[src/hdl/pet_pkg.sv]
`default_nettype none

package pet_pkg;

    // needs and life run 0..100, medicines up to 127
    typedef logic [6:0] need_t;

    typedef enum logic [2:0] {MAIN, PLAY, EAT, HEAL, DEATH} mode_t;

    typedef enum logic [1:0] {ACT_PLAY, ACT_EAT, ACT_HEAL} act_t;

    typedef enum logic [1:0] {SEL_PLAY, SEL_EAT, SEL_HEAL} sel_t;

    localparam need_t NEED_MAX      = 7'd100;
    localparam need_t LIFE_MINUS    = 7'd30;
    localparam need_t LIFE_PLUS     = 7'd70;
    localparam need_t DISEASE_LEVEL = 7'd20;
    localparam need_t HEAL_AMOUNT   = 7'd20;
    localparam need_t MED_MAX       = 7'd127;

    localparam need_t FOOD_INIT = 7'd50;
    localparam need_t FUN_INIT  = 7'd50;
    localparam need_t REST_INIT = 7'd50;
    localparam need_t LIFE_INIT = 7'd100;

    // ticks per decay step
    localparam int FOOD_TICKS = 3;
    localparam int FUN_TICKS  = 4;
    localparam int REST_TICKS = 5;

endpackage

`default_nettype wire

[src/hdl/act_fifo.sv]
`timescale 1ns/1ns
`default_nettype none

module act_fifo import pet_pkg::*; #(
    parameter int DEPTH = 4
) (
    input  logic clk,
    input  logic btn_reset,
    input  logic in_valid,
    input  act_t in_act,
    output logic in_ready,
    output logic out_valid,
    output act_t out_act,
    input  logic out_ready
);

    localparam int AW = $clog2(DEPTH);
    localparam logic [AW:0] FULL = (AW + 1)'(DEPTH);

    act_t          mem [DEPTH];
    logic [AW-1:0] wr_ptr;
    logic [AW-1:0] rd_ptr;
    logic [AW:0]   count;
    logic          push;
    logic          pop;

    assign in_ready  = (count != FULL);
    assign out_valid = (count != '0);
    assign out_act   = mem[rd_ptr];

    assign push = in_valid && in_ready;
    assign pop  = out_valid && out_ready;

    always_ff @(posedge clk) begin
        if (push) begin
            mem[wr_ptr] <= in_act;
        end
    end

    // depth is a power of two so the pointers wrap on their own
    always_ff @(posedge clk) begin
        if (btn_reset) begin
            wr_ptr <= '0;
            rd_ptr <= '0;
            count  <= '0;
        end else begin
            if (push) begin
                wr_ptr <= wr_ptr + 1'b1;
            end
            if (pop) begin
                rd_ptr <= rd_ptr + 1'b1;
            end
            if (push && !pop) begin
                count <= count + 1'b1;
            end else if (pop && !push) begin
                count <= count - 1'b1;
            end
        end
    end

endmodule

`default_nettype wire

[src/hdl/menu_ctrl.sv]
`timescale 1ns/1ns
`default_nettype none

module menu_ctrl import pet_pkg::*; #(
    parameter int LOCK_CYCLES = 4
) (
    input  logic  clk,
    input  logic  btn_reset,
    input  logic  btn_left,
    input  logic  btn_right,
    input  logic  btn_action,
    input  logic  btn_cancel,
    input  logic  disease,
    input  logic  death,
    input  logic  req_ready,
    output logic  req_valid,
    output act_t  req_act,
    output mode_t mode,
    output sel_t  sel
);

    localparam int LW = $clog2(LOCK_CYCLES + 2);

    logic [LW-1:0] lock_cnt;
    logic          any_btn;
    logic          take;
    logic          in_activity;
    logic          act_press;

    assign any_btn     = btn_left | btn_right | btn_action | btn_cancel;
    assign take        = any_btn && (lock_cnt == '0) && (mode != DEATH);
    assign in_activity = (mode == PLAY) || (mode == EAT) || (mode == HEAL);
    // cancel wins over action inside an activity
    assign act_press   = take && in_activity && btn_action && !btn_cancel;

    always_ff @(posedge clk) begin
        if (btn_reset) begin
            lock_cnt <= '0;
        end else if (take) begin
            lock_cnt <= LW'(LOCK_CYCLES);
        end else if (lock_cnt != '0) begin
            lock_cnt <= lock_cnt - 1'b1;
        end
    end

    always_ff @(posedge clk) begin
        if (btn_reset) begin
            mode <= MAIN;
            sel  <= SEL_PLAY;
        end else if (death) begin
            mode <= DEATH;
        end else begin
            // heal entry disappears once the pet is well again
            if (sel == SEL_HEAL && !disease) begin
                sel <= SEL_EAT;
            end
            if (take) begin
                case (mode)
                    MAIN: begin
                        if (btn_action) begin
                            case (sel)
                                SEL_PLAY: mode <= PLAY;
                                SEL_EAT:  mode <= EAT;
                                default:  mode <= HEAL;
                            endcase
                        end else if (btn_left) begin
                            if (sel != SEL_PLAY) begin
                                sel <= (sel == SEL_HEAL) ? SEL_EAT : SEL_PLAY;
                            end
                        end else if (btn_right) begin
                            if (sel == SEL_PLAY) begin
                                sel <= SEL_EAT;
                            end else if (sel == SEL_EAT && disease) begin
                                sel <= SEL_HEAL;
                            end
                        end
                    end
                    PLAY, EAT, HEAL: begin
                        if (btn_cancel) begin
                            mode <= MAIN;
                        end
                    end
                    default: ;
                endcase
            end
        end
    end

    // one request in flight, later presses are dropped
    always_ff @(posedge clk) begin
        if (btn_reset) begin
            req_valid <= 1'b0;
        end else if (!req_valid) begin
            req_valid <= act_press;
        end else if (req_ready) begin
            req_valid <= 1'b0;
        end
    end

    always_ff @(posedge clk) begin
        if (act_press && !req_valid) begin
            case (mode)
                PLAY:    req_act <= ACT_PLAY;
                EAT:     req_act <= ACT_EAT;
                default: req_act <= ACT_HEAL;
            endcase
        end
    end

endmodule

`default_nettype wire

[src/hdl/pet_core.sv]
`timescale 1ns/1ns
`default_nettype none

module pet_core import pet_pkg::*; #(
    parameter int TICK_DIV  = 1000,
    parameter int COOLDOWN  = 8,
    parameter int MED_EVERY = 4
) (
    input  logic  clk,
    input  logic  btn_reset,
    input  logic  act_valid,
    input  act_t  act_act,
    output logic  act_ready,
    output need_t food,
    output need_t fun,
    output need_t rest,
    output need_t life,
    output need_t medicines,
    output logic  disease,
    output logic  death
);

    localparam int PW = $clog2(TICK_DIV + 1);
    localparam int CW = $clog2(COOLDOWN + 2);
    localparam int MW = $clog2(MED_EVERY + 1);
    localparam int DIV_TICKS [3] = '{FOOD_TICKS, FUN_TICKS, REST_TICKS};

    logic [PW-1:0] presc;
    logic          tick;
    logic [2:0]    div_cnt [3];
    logic [2:0]    decay;
    logic [CW-1:0] cool;
    logic          accept;
    logic [MW-1:0] plays;
    logic [MW-1:0] plays_n;
    need_t         food_n;
    need_t         fun_n;
    need_t         rest_n;
    need_t         life_n;
    need_t         med_n;

    function automatic need_t dec_sat(need_t v);
        return (v == '0) ? v : v - 7'd1;
    endfunction

    function automatic need_t inc_sat(need_t v, need_t top);
        return (v >= top) ? top : v + 7'd1;
    endfunction

    // losses first, then gains, each clamped
    function automatic need_t life_step(need_t l, need_t f, need_t u, need_t r);
        logic [1:0] minus;
        logic [1:0] plus;
        need_t      down;
        need_t      up;
        minus = 2'(f <= LIFE_MINUS) + 2'(u <= LIFE_MINUS) + 2'(r <= LIFE_MINUS);
        plus  = 2'(f >= LIFE_PLUS) + 2'(u >= LIFE_PLUS) + 2'(r >= LIFE_PLUS);
        down  = (l > 7'(minus)) ? l - 7'(minus) : '0;
        up    = down + 7'(plus);
        return (up > NEED_MAX) ? NEED_MAX : up;
    endfunction

    // counts down so the first tick lands on cycle TICK_DIV
    assign tick = (presc == '0);

    always_ff @(posedge clk) begin
        if (btn_reset) begin
            presc <= PW'(TICK_DIV);
        end else if (tick) begin
            presc <= PW'(TICK_DIV - 1);
        end else begin
            presc <= presc - 1'b1;
        end
    end

    always_comb begin
        for (int i = 0; i < 3; i++) begin
            decay[i] = tick && (div_cnt[i] == 3'(DIV_TICKS[i] - 1));
        end
    end

    always_ff @(posedge clk) begin
        for (int i = 0; i < 3; i++) begin
            if (btn_reset || decay[i]) begin
                div_cnt[i] <= '0;
            end else if (tick) begin
                div_cnt[i] <= div_cnt[i] + 1'b1;
            end
        end
    end

    assign act_ready = (cool == '0);
    assign accept    = act_valid && act_ready;

    always_ff @(posedge clk) begin
        if (btn_reset) begin
            cool <= '0;
        end else if (accept) begin
            cool <= CW'(COOLDOWN);
        end else if (cool != '0) begin
            cool <= cool - 1'b1;
        end
    end

    // tick result first, an accepted action lands on top of it
    always_comb begin
        food_n  = decay[0] ? dec_sat(food) : food;
        fun_n   = decay[1] ? dec_sat(fun) : fun;
        rest_n  = decay[2] ? dec_sat(rest) : rest;
        // life looks at the needs as they were before this tick
        life_n  = tick ? life_step(life, food, fun, rest) : life;
        med_n   = medicines;
        plays_n = plays;
        if (accept) begin
            case (act_act)
                ACT_PLAY: begin
                    fun_n = inc_sat(fun_n, NEED_MAX);
                    if (plays == MW'(MED_EVERY - 1)) begin
                        plays_n = '0;
                        med_n   = inc_sat(medicines, MED_MAX);
                    end else begin
                        plays_n = plays + 1'b1;
                    end
                end
                ACT_EAT: begin
                    food_n = inc_sat(food_n, NEED_MAX);
                end
                ACT_HEAL: begin
                    if (medicines != '0) begin
                        life_n = (life_n > NEED_MAX - HEAL_AMOUNT) ? NEED_MAX
                                                                   : life_n + HEAL_AMOUNT;
                        med_n  = medicines - 7'd1;
                    end
                end
                default: ;
            endcase
        end
    end

    always_ff @(posedge clk) begin
        if (btn_reset) begin
            food      <= FOOD_INIT;
            fun       <= FUN_INIT;
            rest      <= REST_INIT;
            life      <= LIFE_INIT;
            medicines <= '0;
            plays     <= '0;
            disease   <= 1'b0;
            death     <= 1'b0;
        end else begin
            food      <= food_n;
            fun       <= fun_n;
            rest      <= rest_n;
            life      <= life_n;
            medicines <= med_n;
            plays     <= plays_n;
            disease   <= (life_n <= DISEASE_LEVEL);
            death     <= (life_n == '0);
        end
    end

endmodule

`default_nettype wire

[src/hdl/pet_top.sv]
`timescale 1ns/1ns
`default_nettype none

module pet_top import pet_pkg::*; #(
    parameter int TICK_DIV    = 50_000_000,
    parameter int LOCK_CYCLES = 10_000_000,
    parameter int COOLDOWN    = 25_000_000,
    parameter int DEPTH       = 4,
    parameter int MED_EVERY   = 5
) (
    input  logic  clk,
    input  logic  btn_reset,
    input  logic  btn_left,
    input  logic  btn_right,
    input  logic  btn_action,
    input  logic  btn_cancel,
    output need_t food,
    output need_t fun,
    output need_t rest,
    output need_t life,
    output need_t medicines,
    output logic  disease,
    output logic  death,
    output mode_t mode,
    output sel_t  sel
);

    logic req_valid;
    logic req_ready;
    act_t req_act;
    logic act_valid;
    logic act_ready;
    act_t act_act;

    // buttons to requests
    menu_ctrl #(
        .LOCK_CYCLES(LOCK_CYCLES)
    ) menu0 (
        .clk        (clk),
        .btn_reset  (btn_reset),
        .btn_left   (btn_left),
        .btn_right  (btn_right),
        .btn_action (btn_action),
        .btn_cancel (btn_cancel),
        .disease    (disease),
        .death      (death),
        .req_ready  (req_ready),
        .req_valid  (req_valid),
        .req_act    (req_act),
        .mode       (mode),
        .sel        (sel)
    );

    act_fifo #(
        .DEPTH(DEPTH)
    ) fifo0 (
        .clk       (clk),
        .btn_reset (btn_reset),
        .in_valid  (req_valid),
        .in_act    (req_act),
        .in_ready  (req_ready),
        .out_valid (act_valid),
        .out_act   (act_act),
        .out_ready (act_ready)
    );

    // needs, life and medicine stock
    pet_core #(
        .TICK_DIV  (TICK_DIV),
        .COOLDOWN  (COOLDOWN),
        .MED_EVERY (MED_EVERY)
    ) core0 (
        .clk       (clk),
        .btn_reset (btn_reset),
        .act_valid (act_valid),
        .act_act   (act_act),
        .act_ready (act_ready),
        .food      (food),
        .fun       (fun),
        .rest      (rest),
        .life      (life),
        .medicines (medicines),
        .disease   (disease),
        .death     (death)
    );

endmodule

`default_nettype wire

[config.mk]
export PLATFORM = sky130hd
export DESIGN_NAME = pet_top
export DESIGN_NICKNAME = d
export VERILOG_FILES = /design/src/hdl/pet_pkg.sv /design/src/hdl/act_fifo.sv /design/src/hdl/menu_ctrl.sv /design/src/hdl/pet_core.sv /design/src/hdl/pet_top.sv
export SDC_FILE = /design/constraint.sdc
export NUM_CORES = 1
export LEC_CHECK = 0
export BUFFER_PORTS_ARGS = -buffer_cell sky130_fd_sc_hd__buf_4
export CORE_ASPECT_RATIO = 0.8
export CORE_MARGIN = 1.5
export CORE_UTILIZATION = 45
export CTS_CLUSTER_SIZE = 24
export DETAILED_ROUTE_END_ITERATION = 10
export SETUP_SLACK_MARGIN = 0.2
export SLEW_MARGIN = 25
export SYNTH_ARGS = -nofsm -noshare
export SYNTH_HDL_FRONTEND = slang
export SYNTH_SLANG_ARGS = --single-unit
[constraint.sdc]
create_clock -name clk -period 5.7 [get_ports clk]
set_input_delay 1.14 -clock clk [delete_from_list [all_inputs] [get_ports clk]]
set_output_delay 1.14 -clock clk [all_outputs]
set_load 0.02 [all_outputs]
After elaboration in Yosys (flattened, before gate mapping)
Memory sizes are Yosys's and may differ from the RTL's. A register that Yosys moved wholly into a read port is not among the register bits.
Index checks and enable logic that the tools add are counted.
- output and inout port bits: 42
- logic and storage cells: 213
- RAM bits: 17
- input bits: 6
- memories: 2
- register bits after elaboration: 130
- memory list (name ; depth ; bits a word ; read ports ; clocked after memory_dff ; write ports ; RTL line ; text):
    core0.div_cnt ; 3 ; 3 ; 3 ; 0 ; 3 ; pet_core.sv:30 ; logic [2:0] div_cnt [3];
    fifo0.mem ; 4 ; 2 ; 1 ; 1 ; 1 ; act_fifo.sv:20 ; act_t mem [DEPTH];
- bitwise operators: 7
- magnitude comparators: 13
- muxes and demuxes: 68
- reductions and logical operators: 57
- $add $sub $neg: 25
- equal/unequal tests: 19
- operators by type and width (operator ; number):
    7-bit two-way mux ; 20
    25-bit two-way mux ; 2
    24-bit two-way mux ; 2
    7-bit greater-or-equal comparator (second input constant) ; 6
    3-bit two-way mux ; 10
    7-bit by 5-bit <= comparator with 1-bit output (second input constant) ; 4
    7-bit zero test ; 4
    7-bit by 1-bit subtractor with 7-bit output (second input constant) ; 4
    26-bit zero test ; 1
    26-bit by 1-bit subtractor with 26-bit output (second input constant) ; 1
    25-bit zero test ; 1
    25-bit nonzero test ; 1
    25-bit by 1-bit subtractor with 25-bit output (second input constant) ; 1
    24-bit zero test ; 1
    24-bit nonzero test ; 1
    24-bit by 1-bit subtractor with 24-bit output (second input constant) ; 1
    2-bit two-way mux ; 11
    7-bit by 1-bit adder with 7-bit output (second input constant) ; 3
    1-bit two-way mux ; 18
    3-bit by 1-bit adder with 3-bit output (second input constant) ; 5
    1-bit logical AND ; 15
    7-bit greater-than comparator (second input constant) ; 2
    7-bit one-hot mux with 2 select lines ; 1
    2-bit nonzero test ; 7
    32 further kinds ; 67

Depth between registers and ports, before layout
- depth in word-level cells: 15
- mapped depth: 26
- gate-level depth less buffers: 25

Modules after synthesis
Synthesis repeated with hierarchy kept, for this count alone.
- cell total of the unflattened synthesis: 967
- area, all modules: 8548.2 um2
- modules (own cells, without submodules) (module ; area each (um2) ; cells an instance ; seq. area each (um2) ; times used):
    pet_core ; 6077.1 ; 714 ; 2092.0 ; 1
    menu_ctrl ; 1700.4 ; 195 ; 660.6 ; 1
    act_fifo ; 770.7 ; 58 ; 420.4 ; 1

Least setup slack after synthesis
No wires, ideal clock.
- path type: reg-to-reg
- from: register core0.food[1]
- to: register core0.death
- stages on the path, launching flop included: 26
- library setup time: 0.091 ns
- required time: 5.609 ns
- arrival time: 5.449 ns
- buffers on the path: 0
- path slack: 0.160 ns
- clock period less this slack: 5.540 ns
- cells stage by stage: dfxtp_1 -> inv_1 -> nor3_1 -> a211oi_1 -> fa_1 -> inv_1 -> ha_1 -> nand2b_1 -> nand2_1 -> o21bai_1 -> fa_1 -> inv_1 -> ha_1 -> inv_1 -> fa_1 -> nor2_1 -> a31oi_1 -> or4_1 -> a311o_1 -> and2_1 -> ha_1 -> and3_1 -> o211ai_1 -> nand4b_1 -> a21boi_0 -> nor4bb_1
- cells in the longest elaborated chain, start to end: 15
- elaborated cells on any way between the ends: 20
- classes of those cells: 7 x add/sub; 5 x order compare; 7 x mux; 1 x reduce/logical
- RTL lines (item ; RTL line ; text):
    start, declared ; pet_core.sv:14 ; output need_t food,
    start signal, assigned ; pet_core.sv:151 ; food <= food_n;
    7-bit by 5-bit <= comparator with 1-bit output ; pet_core.sv:56 ; minus = 2'(f <= LIFE_MINUS) + 2'(u <= LIFE_MINUS) + 2'(r <= LIFE_MINUS);
    1-bit by 1-bit adder with 2-bit output ; pet_core.sv:56 ;
    2-bit by 1-bit adder with 2-bit output ; pet_core.sv:56 ;
    7-bit by 2-bit subtractor with 7-bit output / 7-bit by 2-bit greater-than comparator with 1-bit output (equally long branches) ; pet_core.sv:58 ; down = (l > 7'(minus)) ? l - 7'(minus) : '0;
    7-bit two-way mux ; pet_core.sv:58 ;
    7-bit by 2-bit adder with 7-bit output * ; pet_core.sv:59 ; up = down + 7'(plus);
    7-bit greater-than comparator ; pet_core.sv:60 ; return (up > NEED_MAX) ? NEED_MAX : up;
    7-bit two-way mux * ; pet_core.sv:60 ;
    7-bit two-way mux * ; pet_core.sv:111 ; life_n = tick ? life_step(life, food, fun, rest) : life;
    7-bit by 5-bit adder with 7-bit output / 7-bit greater-than comparator (equally long branches) ; pet_core.sv:131, pet_core.sv:130 ;
    7-bit two-way mux ; pet_core.sv:130 ; life_n = (life_n > NEED_MAX - HEAL_AMOUNT) ? NEED_MAX
    7-bit two-way mux ; pet_core.sv:129 ; if (medicines != '0) begin
    7-bit two-way mux ; pet_core.sv:115 ; case (act_act)
    7-bit two-way mux * ; pet_core.sv:114 ; if (accept) begin
    7-bit zero test * ; pet_core.sv:158 ; death <= (life_n == '0);
    end signal, assigned ; pet_core.sv:158 ;
    end, declared ; pet_core.sv:20 ; output logic death
Every way passes the cells marked *; elsewhere a longest branch is shown, timed or not.
A chain may end at the register's enable or synchronous reset.

Worst setup path in the final report
- from: register core0.rest[3]
- to: register core0.death
- cells in the longest elaborated chain, start to end: 14
- elaborated cells on any way between the ends: 18
- classes of those cells: 5 x add/sub; 5 x order compare; 7 x mux; 1 x reduce/logical
- RTL lines (item ; RTL line ; text):
    start, declared ; pet_core.sv:16 ; output need_t rest,
    start signal, assigned ; pet_core.sv:153 ; rest <= rest_n;
    7-bit by 5-bit <= comparator with 1-bit output ; pet_core.sv:56 ;
    2-bit by 1-bit adder with 2-bit output ; pet_core.sv:56 ;
    7-bit by 2-bit subtractor with 7-bit output / 7-bit by 2-bit greater-than comparator with 1-bit output (equally long branches) ; pet_core.sv:58 ;
    7-bit two-way mux ; pet_core.sv:58 ;
    7-bit by 2-bit adder with 7-bit output * ; pet_core.sv:59 ;
    7-bit greater-than comparator ; pet_core.sv:60 ;
    7-bit two-way mux * ; pet_core.sv:60 ;
    7-bit two-way mux * ; pet_core.sv:111 ;
    7-bit by 5-bit adder with 7-bit output / 7-bit greater-than comparator (equally long branches) ; pet_core.sv:131, pet_core.sv:130 ;
    7-bit two-way mux ; pet_core.sv:130 ;
    7-bit two-way mux ; pet_core.sv:129 ;
    7-bit two-way mux ; pet_core.sv:115 ;
    7-bit two-way mux * ; pet_core.sv:114 ;
    7-bit zero test * ; pet_core.sv:158 ;
Marks and branches as above.

==> impl_metrics.toml <==
[synthesis]
netlist.top_cell.by_area = "dfxtp_1"
syn_inst = 971
synth_edf_count = 19
async_flop_share_pct = 0
yosysMostFrequentCell = "nor2_1"
synth.top_cell.area_share_pct = 31.8
avgSynthCellArea_um2 = 8.43
yosysSeqAreaShare_pct = 38.8
synth_cell_type_count = 71
synth_nets = 1018
synth.area.top_cells = "dfxtp_1, edfxtp_1, nor2_1, ha_1, xnor2_1"
syn_area_um2 = 8190
synth.ff_latch_count = 149
synth_common_cells = "nor2_1, dfxtp_1, nand2_1"
synthFlopType = "dfxtp_1"
yosysWarnings = 0

[placement]
dp_cells = 1245
place_area_um2 = 8920
dp_hpwl_mm = 14.2
gp_congestion = 0.957
port_buffers = 47

[timing]
setup-violations-final = 0
hold_violations = 0
period_share_pct = 94.9
max_freq_ghz = 0.185
finalMaxSlewViolations = 0
fin_crit_ns = 5.41
tightest_slew_ns = 0.915
relSlewSlack_pct = 38.7
rsz0062_at_grt = "yes"
finClkSkew_ns = 0.0105

[finish]
final_area_um2 = 9710
final_nets = 1092
syn_to_final_growth_pct = 18.6
fill_cells = 1586
stdcell_count = 1283
antenna_cells = 0
post-route-util_pct = 55.2
drive_above_1_share_pct = 15.0

[clock_tree]
clockRootBuffer = "clkbuf_16"
path_clk_slew_ns = 0.06
cts_max_path_buffers = 2
cts_tree = "built"
cts_made_buffers = 17
clock-sinks = 149
clock_latency_ns = 0.43
ctsHtreeMaxLevel = 4

[global_routing]
use_met1_pct = 31.7
top_usage_layer = "met1"
met2_usage_pct = 31.1
use_met3_pct = 5.43
antenna_found_initial = 0
grt_remaining_overflow = 0
grt_max_degree = 49
grt_pass1_wl_mm = 32.3
grt_usage_pct = 21.5
grt_pass1_vias = 6377

[detailed_routing]
wl_per_cell_um = 15.4
vias_per_cell = 5.55
firstDrtPassIters = 5
drc = 0
final_antenna_net_count = 0
via_count = 7117
drt_iter0_drc = 418
totalWireLength_mm = 19.7

[worst_setup_path]
crit_arrival_ns = 5.74
path_depth = 25
cp_slowest_stage_delay_ns = 0.55
cp_top_family = "simple AND/OR/NAND/NOR gates"
path_max_fanout = 4
r2r_cells = 25
r2r-end = "core0.death$_SDFF_PP0_"
crit_path_start_kind = "register"
critPathCapture = "core0.death$_SDFF_PP0_"
cpMaxStageDelayCell = "or4_4"
crit-reg2reg-launch = "core0.rest[3]$_SDFFE_PP0P_"
crit_path_end_kind = "register"
required_ns = 6.03
crit_buf_inv = 3
rrSetupSlack_ns = 0.29
startpoint = "core0.rest[3]$_SDFFE_PP0P_"
critical_path_class = "reg -> reg"

[run]
drv_cap = 0

[worst_hold_path]
holdCritPathClass = "reg -> reg"

[pwr]
pwr-share-seq_pct = 40.4
max-vdd-ir-drop_uv = 254
powerDensity_nw_per_um2 = 345
internal-power_w = 0.00225
pwr-share-clk_pct = 33.4
pwr-share-comb_pct = 26.2
p_sw_w = 0.00111
p_sw_share_pct = 33.0
cellLeakagePower_nw = 3.70

[outcome]
outcome = "completed"

[die]
die_h_um = 124
io_pins = 48
fp.coreArea_um2 = 17600
die_area_um2 = 19000
start_util_pct = 46.5
row_count = 43
dieWidth_um = 154
-- registers in the layout, summed over array words and instances, names as in the netlist, 3 cells and up, named ones only --
name / cells
core0.fun: 7
core0.cool: 25
core0.rest: 7
core0.medicines: 7
core0.plays: 3
core0.life: 7
fifo0.mem: 8
fifo0.count: 3
menu0.lock_cnt: 24
core0.div_cnt: 9
menu0.mode: 3
core0.presc: 26
core0.food: 7
-- per-layer routing --
metal,wire [µm],share of wire [%],vias up
met5,0,0,-
met4,146,0.74,0
met3,1110,5.6,12
met2,8080,41,180
met1,10400,53,3292
li1,-,-,3633
-- worst min path at each step --
| stage | startpoint | cells past startpoint | slack [ns] | end |
|---|---|---|---|---|
| floorplan | core0.presc[0]$_SDFF_PP0_ | 1 | 0.42 | core0.presc[0]$_SDFF_PP0_ |
| detailed placement | core0.presc[0]$_SDFF_PP0_ | 1 | 0.45 | core0.presc[0]$_SDFF_PP0_ |
| global placement | core0.presc[0]$_SDFF_PP0_ | 1 | 0.44 | core0.presc[0]$_SDFF_PP0_ |
| finish | core0.presc[0]$_SDFF_PP0_ | 1 | 0.47 | core0.presc[0]$_SDFF_PP0_ |
| CTS | core0.presc[0]$_SDFF_PP0_ | 1 | 0.46 | core0.presc[0]$_SDFF_PP0_ |
| global route | menu0.lock_cnt[18]$_SDFFE_PP0P_ | 2 | 0.49 | menu0.lock_cnt[18]$_SDFFE_PP0P_ |
-- final cells by class --
class	instances	area [µm²]	share of cell area, %
sequential	149	3180	32.8
tap	225	282	2.90
multi-input combinational	741	4850	50.0
inverter	57	214	2.20
clock inverter	11	124	1.28
clock buffer	21	460	4.74
timing repair buffer	79	593	6.11
-- power groups by stage --
stage	Combinational (W)	Clock [W]	Sequential [W]
global placement	0.000861	0	0.00137
detailed placement	0.000870	0	0.00137
finish	0.000878	0.00112	0.00135
global route	0.00100	0.00120	0.00138
CTS	0.000876	0.00115	0.00135
floorplan	0.000714	0	0.00135
-- through the flow --
step,total power [W],setup slack (ns),setup TNS [ns],hold slack [ns]
floorplan,0.00206,0.219,0,0.423
global placement,0.00224,0.132,0,0.441
detailed placement,0.00224,-0.0322,-0.0322,0.453
CTS,0.00338,0.217,0,0.464
global route,0.00358,0.0848,0,0.493
finish,0.00335,0.292,0,0.467
-- kinds of logic (layout without fill, tap and decap cells) --
group,count (synthesis),after routing,synth area share (%)
compound gates,174,174,14.0
xor+xnor,69,69,7.55
fa+ha+maj,41,41,6.72
buf+inv,81,168,3.82
flops,149,149,38.8
mux,17,17,2.45
simple gates,440,440,26.7
-- cell usage in the layout (no fill, tap or decap), drive strengths merged, types with 30 or more instances in the layout --
master	count
buf	79
nand3	34
inv	59
o21ai	30
dfxtp	130
a21oi	56
ha	36
xnor2	43
nor3	44
nand2	76
nor4	34
nor2	134
or3	31
-- timing repair --
item | CTS | global route
pin swaps | 4 | 19
endpoints found under the setup margin | 6 | 7
buffers inserted | 3 | 3
resized for setup | 6 | 34
gates cloned | 0 | 0
hold buffers | 0 | 0
(Power assumes the default switching activity.)
